**config.mk**
```make
export PLATFORM = sky130hd
export DESIGN_NAME = apb_bridge_top
export DESIGN_NICKNAME = d
export VERILOG_FILES = /design/src/hw/apb_bridge_pkg.sv /design/src/hw/apb_bridge_top.sv /design/src/hw/apb_resp_hold.sv /design/src/hw/apb_xfer_ctrl.sv /design/src/hw/apb_slave_decode.sv /design/src/hw/apb_req_capture.sv
export SDC_FILE = /design/constraint.sdc
export NUM_CORES = 1
export LEC_CHECK = 0
export ABC_AREA = 1
export BUFFER_PORTS_ARGS = -buffer_cell sky130_fd_sc_hd__buf_2
export CAP_MARGIN = 10
export CORE_AREA = 2 2 247 249
export CTS_CLUSTER_DIAMETER = 120
export DETAILED_ROUTE_END_ITERATION = 10
export DIE_AREA = 0 0 249 251
export MAX_ROUTING_LAYER = met4
export SYNTH_ARGS = -nofsm -noshare
export SYNTH_HDL_FRONTEND = slang
export SYNTH_HIERARCHICAL = 1
export SYNTH_SLANG_ARGS = --single-unit
```
**constraint.sdc**
```tcl
create_clock -name apbif_clk -period 5.45 [get_ports apbif_clk]
set_input_delay 1.09 -clock apbif_clk [delete_from_list [all_inputs] [get_ports apbif_clk]]
set_output_delay 1.09 -clock apbif_clk [all_outputs]
set_load 0.005 [all_outputs]
```
**src/hw/apb_bridge_pkg.sv**
```systemverilog
package apb_bridge_pkg;

  // ====================================================================
  // Widths
  // ====================================================================
  localparam int pa_width    = 40;
  localparam int id_width    = 8;
  localparam int num_slv     = 8;
  localparam int prot_width  = 3;
  localparam int data_width  = 32;
  localparam int wdata_width = 128;
  localparam int num_l2pmp   = 4;

  // ====================================================================
  // Address map
  // ====================================================================
  // Region field is paddr[26:16], PLIC only looks at bit 26
  localparam int          region_msb = 26;
  localparam int          region_lsb = 16;
  localparam logic        plic_base  = 1'b0;
  localparam logic [10:0] clint_base = 11'h400;
  localparam logic [10:0] had_base   = 11'h401;
  localparam logic [10:0] l2pmp_base = 11'h402;
  localparam logic [10:0] rmr_base   = 11'h403;

  // Core number inside the L2 PMP region
  localparam int core_msb = 15;
  localparam int core_lsb = 14;

  // Position of each peripheral in the select vector
  typedef enum logic [2:0] {
    idx_plic   = 3'd0,
    idx_clint  = 3'd1,
    idx_had    = 3'd2,
    idx_l2pmp0 = 3'd3,
    idx_l2pmp1 = 3'd4,
    idx_l2pmp2 = 3'd5,
    idx_l2pmp3 = 3'd6,
    idx_rmr    = 3'd7
  } slv_idx;

  // Bridge FSM
  typedef enum logic [1:0] {
    st_idle  = 2'b00,
    st_waddr = 2'b01,
    st_req   = 2'b10,
    st_pend  = 2'b11
  } bridge_state_t;

  // Request as latched from the queue
  typedef struct packed {
    logic [pa_width-1:0] addr;
    logic [id_width-1:0] id;
    logic [1:0]          prot;       // {user, privileged}
    logic                write;
    logic                needissue;
  } axi_req_t;

  // Return path of a single peripheral
  typedef struct packed {
    logic [data_width-1:0] prdata;
    logic                  pready;
    logic                  perr;
  } apb_slv_rsp_t;

  typedef logic [num_slv-1:0] apb_sel_t;

  // Response waiting for the queue
  typedef struct packed {
    logic [id_width-1:0]   id;
    logic                  err;
    logic                  write;
    logic [data_width-1:0] data;
  } bridge_rsp_t;

endpackage
```
**src/hw/apb_bridge_top.sv**
```systemverilog
`timescale 1ns/1ps

module apb_bridge_top
  import apb_bridge_pkg::*;
(
  input  logic                       apbif_clk,
  input  logic                       cpurst_b,
  input  logic                       apb_clk_en,
  // Queue request side
  input  logic                       arvalid,
  input  logic                       awvalid,
  input  logic                       wvalid,
  input  logic [pa_width-1:0]        ar_addr,
  input  logic [id_width-1:0]        ar_id,
  input  logic [prot_width-1:0]      ar_prot,
  input  logic                       ar_user,
  input  logic [pa_width-1:0]        aw_addr,
  input  logic [id_width-1:0]        aw_id,
  input  logic [prot_width-1:0]      aw_prot,
  input  logic                       aw_user,
  input  logic                       aw_needissue,
  input  logic [wdata_width-1:0]     wdata,
  output logic                       ar_grant,
  output logic                       aw_grant,
  output logic                       w_grant,
  // Queue response side
  output logic                       rvalid,
  output logic                       bvalid,
  output bridge_rsp_t                rsp_bus,
  input  logic                       r_grant,
  input  logic                       b_grant,
  // APB
  output logic [31:0]                paddr,
  output logic [data_width-1:0]      pwdata,
  output logic                       pwrite,
  output logic [1:0]                 pprot,
  output logic                       penable,
  output apb_sel_t                   psel,
  input  apb_slv_rsp_t [num_slv-1:0] slv_rsp
);

  axi_req_t              req;
  bridge_state_t         state;
  apb_sel_t              sel;
  logic                  no_target;
  logic                  cmplt;
  logic [data_width-1:0] rdata;
  logic                  perr;
  logic                  resp_busy;

  apb_req_capture u_capture (
    .apbif_clk    (apbif_clk),
    .cpurst_b     (cpurst_b),
    .apb_clk_en   (apb_clk_en),
    .arvalid      (arvalid),
    .awvalid      (awvalid),
    .wvalid       (wvalid),
    .ar_addr      (ar_addr),
    .ar_id        (ar_id),
    .ar_prot      (ar_prot),
    .ar_user      (ar_user),
    .aw_addr      (aw_addr),
    .aw_id        (aw_id),
    .aw_prot      (aw_prot),
    .aw_user      (aw_user),
    .aw_needissue (aw_needissue),
    .wdata        (wdata),
    .cmplt        (cmplt),
    .resp_busy    (resp_busy),
    .ar_grant     (ar_grant),
    .aw_grant     (aw_grant),
    .w_grant      (w_grant),
    .req          (req),
    .state        (state),
    .pwdata       (pwdata)
  );

  apb_slave_decode u_decode (
    .req       (req),
    .sel       (sel),
    .no_target (no_target)
  );

  apb_xfer_ctrl u_xfer (
    .apbif_clk  (apbif_clk),
    .cpurst_b   (cpurst_b),
    .apb_clk_en (apb_clk_en),
    .state      (state),
    .req        (req),
    .sel        (sel),
    .no_target  (no_target),
    .slv_rsp    (slv_rsp),
    .psel       (psel),
    .penable    (penable),
    .paddr      (paddr),
    .pwrite     (pwrite),
    .pprot      (pprot),
    .cmplt      (cmplt),
    .rdata      (rdata),
    .perr       (perr)
  );

  apb_resp_hold u_resp (
    .apbif_clk  (apbif_clk),
    .cpurst_b   (cpurst_b),
    .apb_clk_en (apb_clk_en),
    .cmplt      (cmplt),
    .rdata      (rdata),
    .perr       (perr),
    .req        (req),
    .r_grant    (r_grant),
    .b_grant    (b_grant),
    .rvalid     (rvalid),
    .bvalid     (bvalid),
    .rsp_bus    (rsp_bus),
    .resp_busy  (resp_busy)
  );

endmodule

```
**src/hw/apb_resp_hold.sv**
```systemverilog
`timescale 1ns/1ps

module apb_resp_hold
  import apb_bridge_pkg::*;
(
  input  logic                  apbif_clk,
  input  logic                  cpurst_b,
  input  logic                  apb_clk_en,
  input  logic                  cmplt,
  input  logic [data_width-1:0] rdata,
  input  logic                  perr,
  input  axi_req_t              req,
  input  logic                  r_grant,
  input  logic                  b_grant,
  output logic                  rvalid,
  output logic                  bvalid,
  output bridge_rsp_t           rsp_bus,
  output logic                  resp_busy
);

  logic        resp_vld;
  bridge_rsp_t rsp_q;
  logic        done;

  assign done = cmplt && apb_clk_en;

  // ====================================================================
  // Response valid
  // ====================================================================
  // The grant clears in any cycle, not only enabled ones
  always_ff @(posedge apbif_clk or negedge cpurst_b)
  begin
    if (!cpurst_b)
      resp_vld <= 1'b0;
    else if (done)
      resp_vld <= 1'b1;
    else if (r_grant || b_grant)
      resp_vld <= 1'b0;
  end

  // Payload of the finished transfer
  always_ff @(posedge apbif_clk)
  begin
    if (done)
    begin
      rsp_q.id    <= req.id;
      rsp_q.err   <= perr;
      rsp_q.write <= req.write;
      // Writes return no data
      rsp_q.data  <= req.write ? '0 : rdata;
    end
  end

  // Channel steering
  assign rvalid    = resp_vld && !rsp_q.write;
  assign bvalid    = resp_vld && rsp_q.write;
  assign rsp_bus   = rsp_q;
  assign resp_busy = resp_vld;

endmodule

```
**src/hw/apb_xfer_ctrl.sv**
```systemverilog
`timescale 1ns/1ps

module apb_xfer_ctrl
  import apb_bridge_pkg::*;
(
  input  logic                           apbif_clk,
  input  logic                           cpurst_b,
  input  logic                           apb_clk_en,
  input  bridge_state_t                  state,
  input  axi_req_t                       req,
  input  apb_sel_t                       sel,
  input  logic                           no_target,
  input  apb_slv_rsp_t [num_slv-1:0]     slv_rsp,
  output apb_sel_t                       psel,
  output logic                           penable,
  output logic [31:0]                    paddr,
  output logic                           pwrite,
  output logic [1:0]                     pprot,
  output logic                           cmplt,
  output logic [data_width-1:0]          rdata,
  output logic                           perr
);

  apb_sel_t sel_q;
  logic     fsm_req;
  logic     fsm_pend;
  logic     issue;
  logic     sel_ready;
  logic     sel_err;

  assign fsm_req  = (state == st_req);
  assign fsm_pend = (state == st_pend);

  // ====================================================================
  // APB request side
  // ====================================================================
  assign issue = (fsm_req || fsm_pend) && req.needissue;

  assign psel   = {num_slv{issue}} & sel;
  assign paddr  = req.addr[31:0];
  assign pwrite = req.write;
  assign pprot  = req.prot;

  // Access phase only when some peripheral was actually selected
  assign penable = fsm_pend && req.needissue && !no_target;

  // Select copy used by the return merge
  always_ff @(posedge apbif_clk or negedge cpurst_b)
  begin
    if (!cpurst_b)
      sel_q <= '0;
    else if (fsm_req && apb_clk_en)
      sel_q <= sel;
  end

  // ====================================================================
  // Return merge
  // ====================================================================
  always_comb
  begin
    rdata     = '0;
    sel_ready = 1'b0;
    sel_err   = 1'b0;
    for (int i = 0; i < num_slv; i++)
    begin
      rdata     = rdata | ({data_width{sel_q[i]}} & slv_rsp[i].prdata);
      sel_ready = sel_ready | (sel_q[i] & slv_rsp[i].pready);
      sel_err   = sel_err | (sel_q[i] & slv_rsp[i].perr);
    end
  end

  // Requests that never reach the bus finish straight out of pend
  assign cmplt = fsm_pend && (sel_ready || no_target || !req.needissue);

  assign perr = no_target || (req.needissue && sel_err);

endmodule

```
**src/hw/apb_slave_decode.sv**
```systemverilog
`timescale 1ns/1ps

module apb_slave_decode
  import apb_bridge_pkg::*;
(
  input  axi_req_t req,
  output apb_sel_t sel,
  output logic     no_target
);

  logic [region_msb-region_lsb:0] region;
  logic [core_msb-core_lsb:0]     core;
  logic                           sel_plic;
  logic                           sel_clint;
  logic                           sel_had;
  logic                           sel_l2pmp;
  logic                           sel_rmr;
  logic [num_l2pmp-1:0]           sel_core;

  assign region = req.addr[region_msb:region_lsb];
  assign core   = req.addr[core_msb:core_lsb];

  // ====================================================================
  // Region match
  // ====================================================================
  // PLIC covers the whole lower half of the window
  assign sel_plic  = (req.addr[region_msb] == plic_base);
  assign sel_clint = (region == clint_base);
  assign sel_had   = (region == had_base);
  assign sel_l2pmp = (region == l2pmp_base);
  assign sel_rmr   = (region == rmr_base);

  // One L2 PMP per core
  assign sel_core = {num_l2pmp{sel_l2pmp}} & (num_l2pmp'(1) << core);

  always_comb
  begin
    sel             = '0;
    sel[idx_plic]   = sel_plic;
    sel[idx_clint]  = sel_clint;
    sel[idx_had]    = sel_had;
    sel[idx_l2pmp0] = sel_core[0];
    sel[idx_l2pmp1] = sel_core[1];
    sel[idx_l2pmp2] = sel_core[2];
    sel[idx_l2pmp3] = sel_core[3];
    sel[idx_rmr]    = sel_rmr;
  end

  // Holes such as 0x404..0x7ff in the upper half
  assign no_target = ~|sel;

endmodule

```
**src/hw/apb_req_capture.sv**
```systemverilog
`timescale 1ns/1ps

module apb_req_capture
  import apb_bridge_pkg::*;
(
  input  logic                   apbif_clk,
  input  logic                   cpurst_b,
  input  logic                   apb_clk_en,
  input  logic                   arvalid,
  input  logic                   awvalid,
  input  logic                   wvalid,
  input  logic [pa_width-1:0]    ar_addr,
  input  logic [id_width-1:0]    ar_id,
  input  logic [prot_width-1:0]  ar_prot,
  input  logic                   ar_user,
  input  logic [pa_width-1:0]    aw_addr,
  input  logic [id_width-1:0]    aw_id,
  input  logic [prot_width-1:0]  aw_prot,
  input  logic                   aw_user,
  input  logic                   aw_needissue,
  input  logic [wdata_width-1:0] wdata,
  input  logic                   cmplt,
  input  logic                   resp_busy,
  output logic                   ar_grant,
  output logic                   aw_grant,
  output logic                   w_grant,
  output axi_req_t               req,
  output bridge_state_t          state,
  output logic [data_width-1:0]  pwdata
);

  bridge_state_t         state_nxt;
  logic                  fsm_idle;
  logic                  fsm_waddr;
  logic [1:0]            lane;
  logic [data_width-1:0] lane_data;

  assign fsm_idle  = (state == st_idle);
  assign fsm_waddr = (state == st_waddr);

  // ====================================================================
  // Grants
  // ====================================================================
  // Nothing is accepted while a response still waits for the queue
  assign ar_grant = arvalid && fsm_idle && apb_clk_en && !resp_busy;

  // Read wins when both address channels are valid
  assign aw_grant = awvalid && !arvalid && fsm_idle && apb_clk_en && !resp_busy;

  assign w_grant = wvalid && fsm_waddr && apb_clk_en;

  // ====================================================================
  // Bridge FSM
  // ====================================================================
  always_comb
  begin
    state_nxt = state;
    case (state)
      st_idle:
      begin
        if (ar_grant)
          state_nxt = st_req;
        else if (aw_grant)
          state_nxt = st_waddr;
      end
      st_waddr:
      begin
        if (w_grant)
          state_nxt = st_req;
      end
      // Setup phase lasts a single enabled cycle
      st_req:
      begin
        state_nxt = st_pend;
      end
      st_pend:
      begin
        if (cmplt)
          state_nxt = st_idle;
      end
      default:
      begin
        state_nxt = st_idle;
      end
    endcase
  end

  always_ff @(posedge apbif_clk or negedge cpurst_b)
  begin
    if (!cpurst_b)
      state <= st_idle;
    else if (apb_clk_en)
      state <= state_nxt;
  end

  // ====================================================================
  // Request register
  // ====================================================================
  // Prot keeps only the user bit and the privileged bit
  always_ff @(posedge apbif_clk)
  begin
    if (ar_grant)
    begin
      req.addr      <= ar_addr;
      req.id        <= ar_id;
      req.prot      <= {ar_user, ar_prot[0]};
      req.write     <= 1'b0;
      req.needissue <= 1'b1;
    end
    else if (aw_grant)
    begin
      req.addr      <= aw_addr;
      req.id        <= aw_id;
      req.prot      <= {aw_user, aw_prot[0]};
      req.write     <= 1'b1;
      req.needissue <= aw_needissue;
    end
  end

  // Write data lane picked by the word offset of the address
  assign lane      = req.addr[3:2];
  assign lane_data = wdata[lane*data_width +: data_width];

  always_ff @(posedge apbif_clk)
  begin
    if (w_grant)
      pwdata <= lane_data;
  end

endmodule

```
==> impl_metrics.tcl <==
set metrics [dict create \
    portBuffers 615 \
    start_util 0.140 \
    antenna_found_initial 21 \
    max-slew-margin-rel 0.338 \
    area_delta_synth_final_pct 47.2 \
    row_count 90 \
    cts-resized-gates 0 \
    place_area_um2 11700 \
    setup_tns_ps 0 \
    h-tree-depth 4 \
    grt_use_total 0.146 \
    grt_max_degree 67 \
    grt_pass1_wl_mm 62.8 \
    post-route-min-period_ps 3480 \
    cp_top_family "buffers and inverters" \
    syn-num-nets 1622 \
    post_layout_nonfiller_instances 2452 \
    clock-sinks 129 \
    path_cells "inv_1, ha_1, nand4_2, inv_2, buf_2" \
    clock-root-buffer "clkbuf_16" \
    clock.fmax_mhz 288 \
    crit_type "reg2out" \
    clk_pin_slew_worst_paths_ps 70 \
    holdBufCountCts 0 \
    fin_crit_sh 0.638 \
    power_leakage_nw 5.86 \
    cts_buffers 17 \
    ios 636 \
    nFillCells 6847 \
    crit_required_ps 4360 \
    core_um2 59800 \
    worstPathArrival_ps 2390 \
    p_total_mw 3.66 \
    start_kind "flop" \
    vias 9688 \
    hpwl_mm 36.2 \
    nNetsFinal 2163 \
    peakVddDrop_mv 0.244 \
    crit_path_max_fanout 43 \
    first_pass_iters 5 \
    clk-insertion-delay-late_ps 480 \
    drc 0 \
    drv_slew 0 \
    die_x_um 249 \
    hold_viol 0 \
    finalWeightedCongestion 0.894 \
    critical_path_buf_inv_count 3 \
    final_area_um2 12300 \
    vias_per_cell 3.95 \
    tritoncts "done" \
    skew_ps 15.6 \
    layout-drive-gt1-share 0.417 \
    setup_viol 0 \
    hp-class "reg2reg" \
    worstSetupEndpointType "output port" \
    grt_setup_unrepaired "false" \
    slowest_delay_ps 600 \
    detail_route.wl_per_cell_um 18.4 \
    die_y_um 251 \
    ys_warn_count 6 \
    maxCapViolations 0 \
    drtIter0Drc 629 \
    clockBufferDepth 2 \
    status "finished clean" \
    dieArea_um2 62500 \
    powerDensity_nw_per_um2 298 \
    syn_avg_cell_area_um2 7.57 \
    tightestPinTransition_ps 993 \
    gr-total-overflow 0 \
    synthCells 1104 \
    antenna_left 0 \
    postRouteWirelength_mm 45.1 \
    holdWs_ps 423 \
    dp.cells 2408 \
    post_cts_buffers 0 \
    crit_slowest_cell "inv_2" \
    grt_pass1_vias 9428 \
    syn_area_um2 8360 \
]
==> worst register-to-register path: stages, from the launching register on <==
cell and delay [ps]:
dfrtp_2 900, nand2_1 130, nand2_1 90, nor2_1 70
nand2_1 70, nor2_1 90, nor2_1 150, nand2_1 100
inv_2 260, buf_4 530
==> stage by stage <==
stage                     utilization  setup slack [ps]
after global placement          0.196              1980
after CTS                       0.205              1890
final                           0.206              1970
after floorplan                     -              1800
after detailed placement        0.196              1970
after global routing            0.206              1680
==> layer usage <==
metal  GRT usage  part of all wire  vias up
li1            -                 -     4658
met4      0.0687             0.041        0
met5           -                 0        -
met3      0.0462             0.082       76
met2       0.236              0.47      561
met1       0.164              0.41     4393
==> cell type report <==
cell class                 count  area, µm²  share of cell area
multi-input combinational    807       3500               0.285
timing repair buffer         626       3160               0.257
clock buffer                  17        425              0.0346
inverter                      64        241              0.0196
clock inverter                15        155              0.0126
antenna                       12       30.0             0.00244
sequential                   129       3810               0.310
tap                          782        978              0.0795
==> flip-flops by register name, summed over array words and instances, names as in the netlist <==
register          cells
u_resp/rsp_bus       42
u_capture/req        44
u_capture/state       2
u_resp/resp_busy      1
u_xfer/sel_q          8
u_capture/pwdata     32
==> cell usage in the layout, fill, tap and decap left out, types with 8 or more instances in the layout <==
cell type	instances
nand3_1	29
clkbuf_16	17
o21ai_0	70
buf_2	615
o22ai_1	32
inv_1	58
edfxtp_1	116
a21oi_1	31
nor2_1	137
buf_4	11
diode_2	12
nand2_2	10
dfrtp_2	8
nand2_1	443
nand4_1	29
==> final timing paths <==
path	from	to	slack, ps	depth (start not counted)
worst max-delay path	u_capture/state[1]	ar_grant	1970	5
worst min-delay path	u_capture/req[8]	u_resp/rsp_bus[38]	420	0
worst max register to register	u_xfer/sel_q[3]	u_resp/rsp_bus[29]	2650	9
worst min register to register	u_capture/req[8]	u_resp/rsp_bus[38]	420	0
max in group asynchronous	cpurst_b	u_xfer/sel_q[0]	4700	1
min in group asynchronous	cpurst_b	u_xfer/sel_q[1]	490	1
==> report_power, final <==
group          switching (mW)  internal [mW]  leakage [nW]  total (mW)
clock                   0.575          0.609         0.277        1.18
combinational           0.725          0.399          4.36        1.12
sequential             0.0726           1.28          1.22        1.36
No activity file was read; power rests on OpenSTA's default activity.
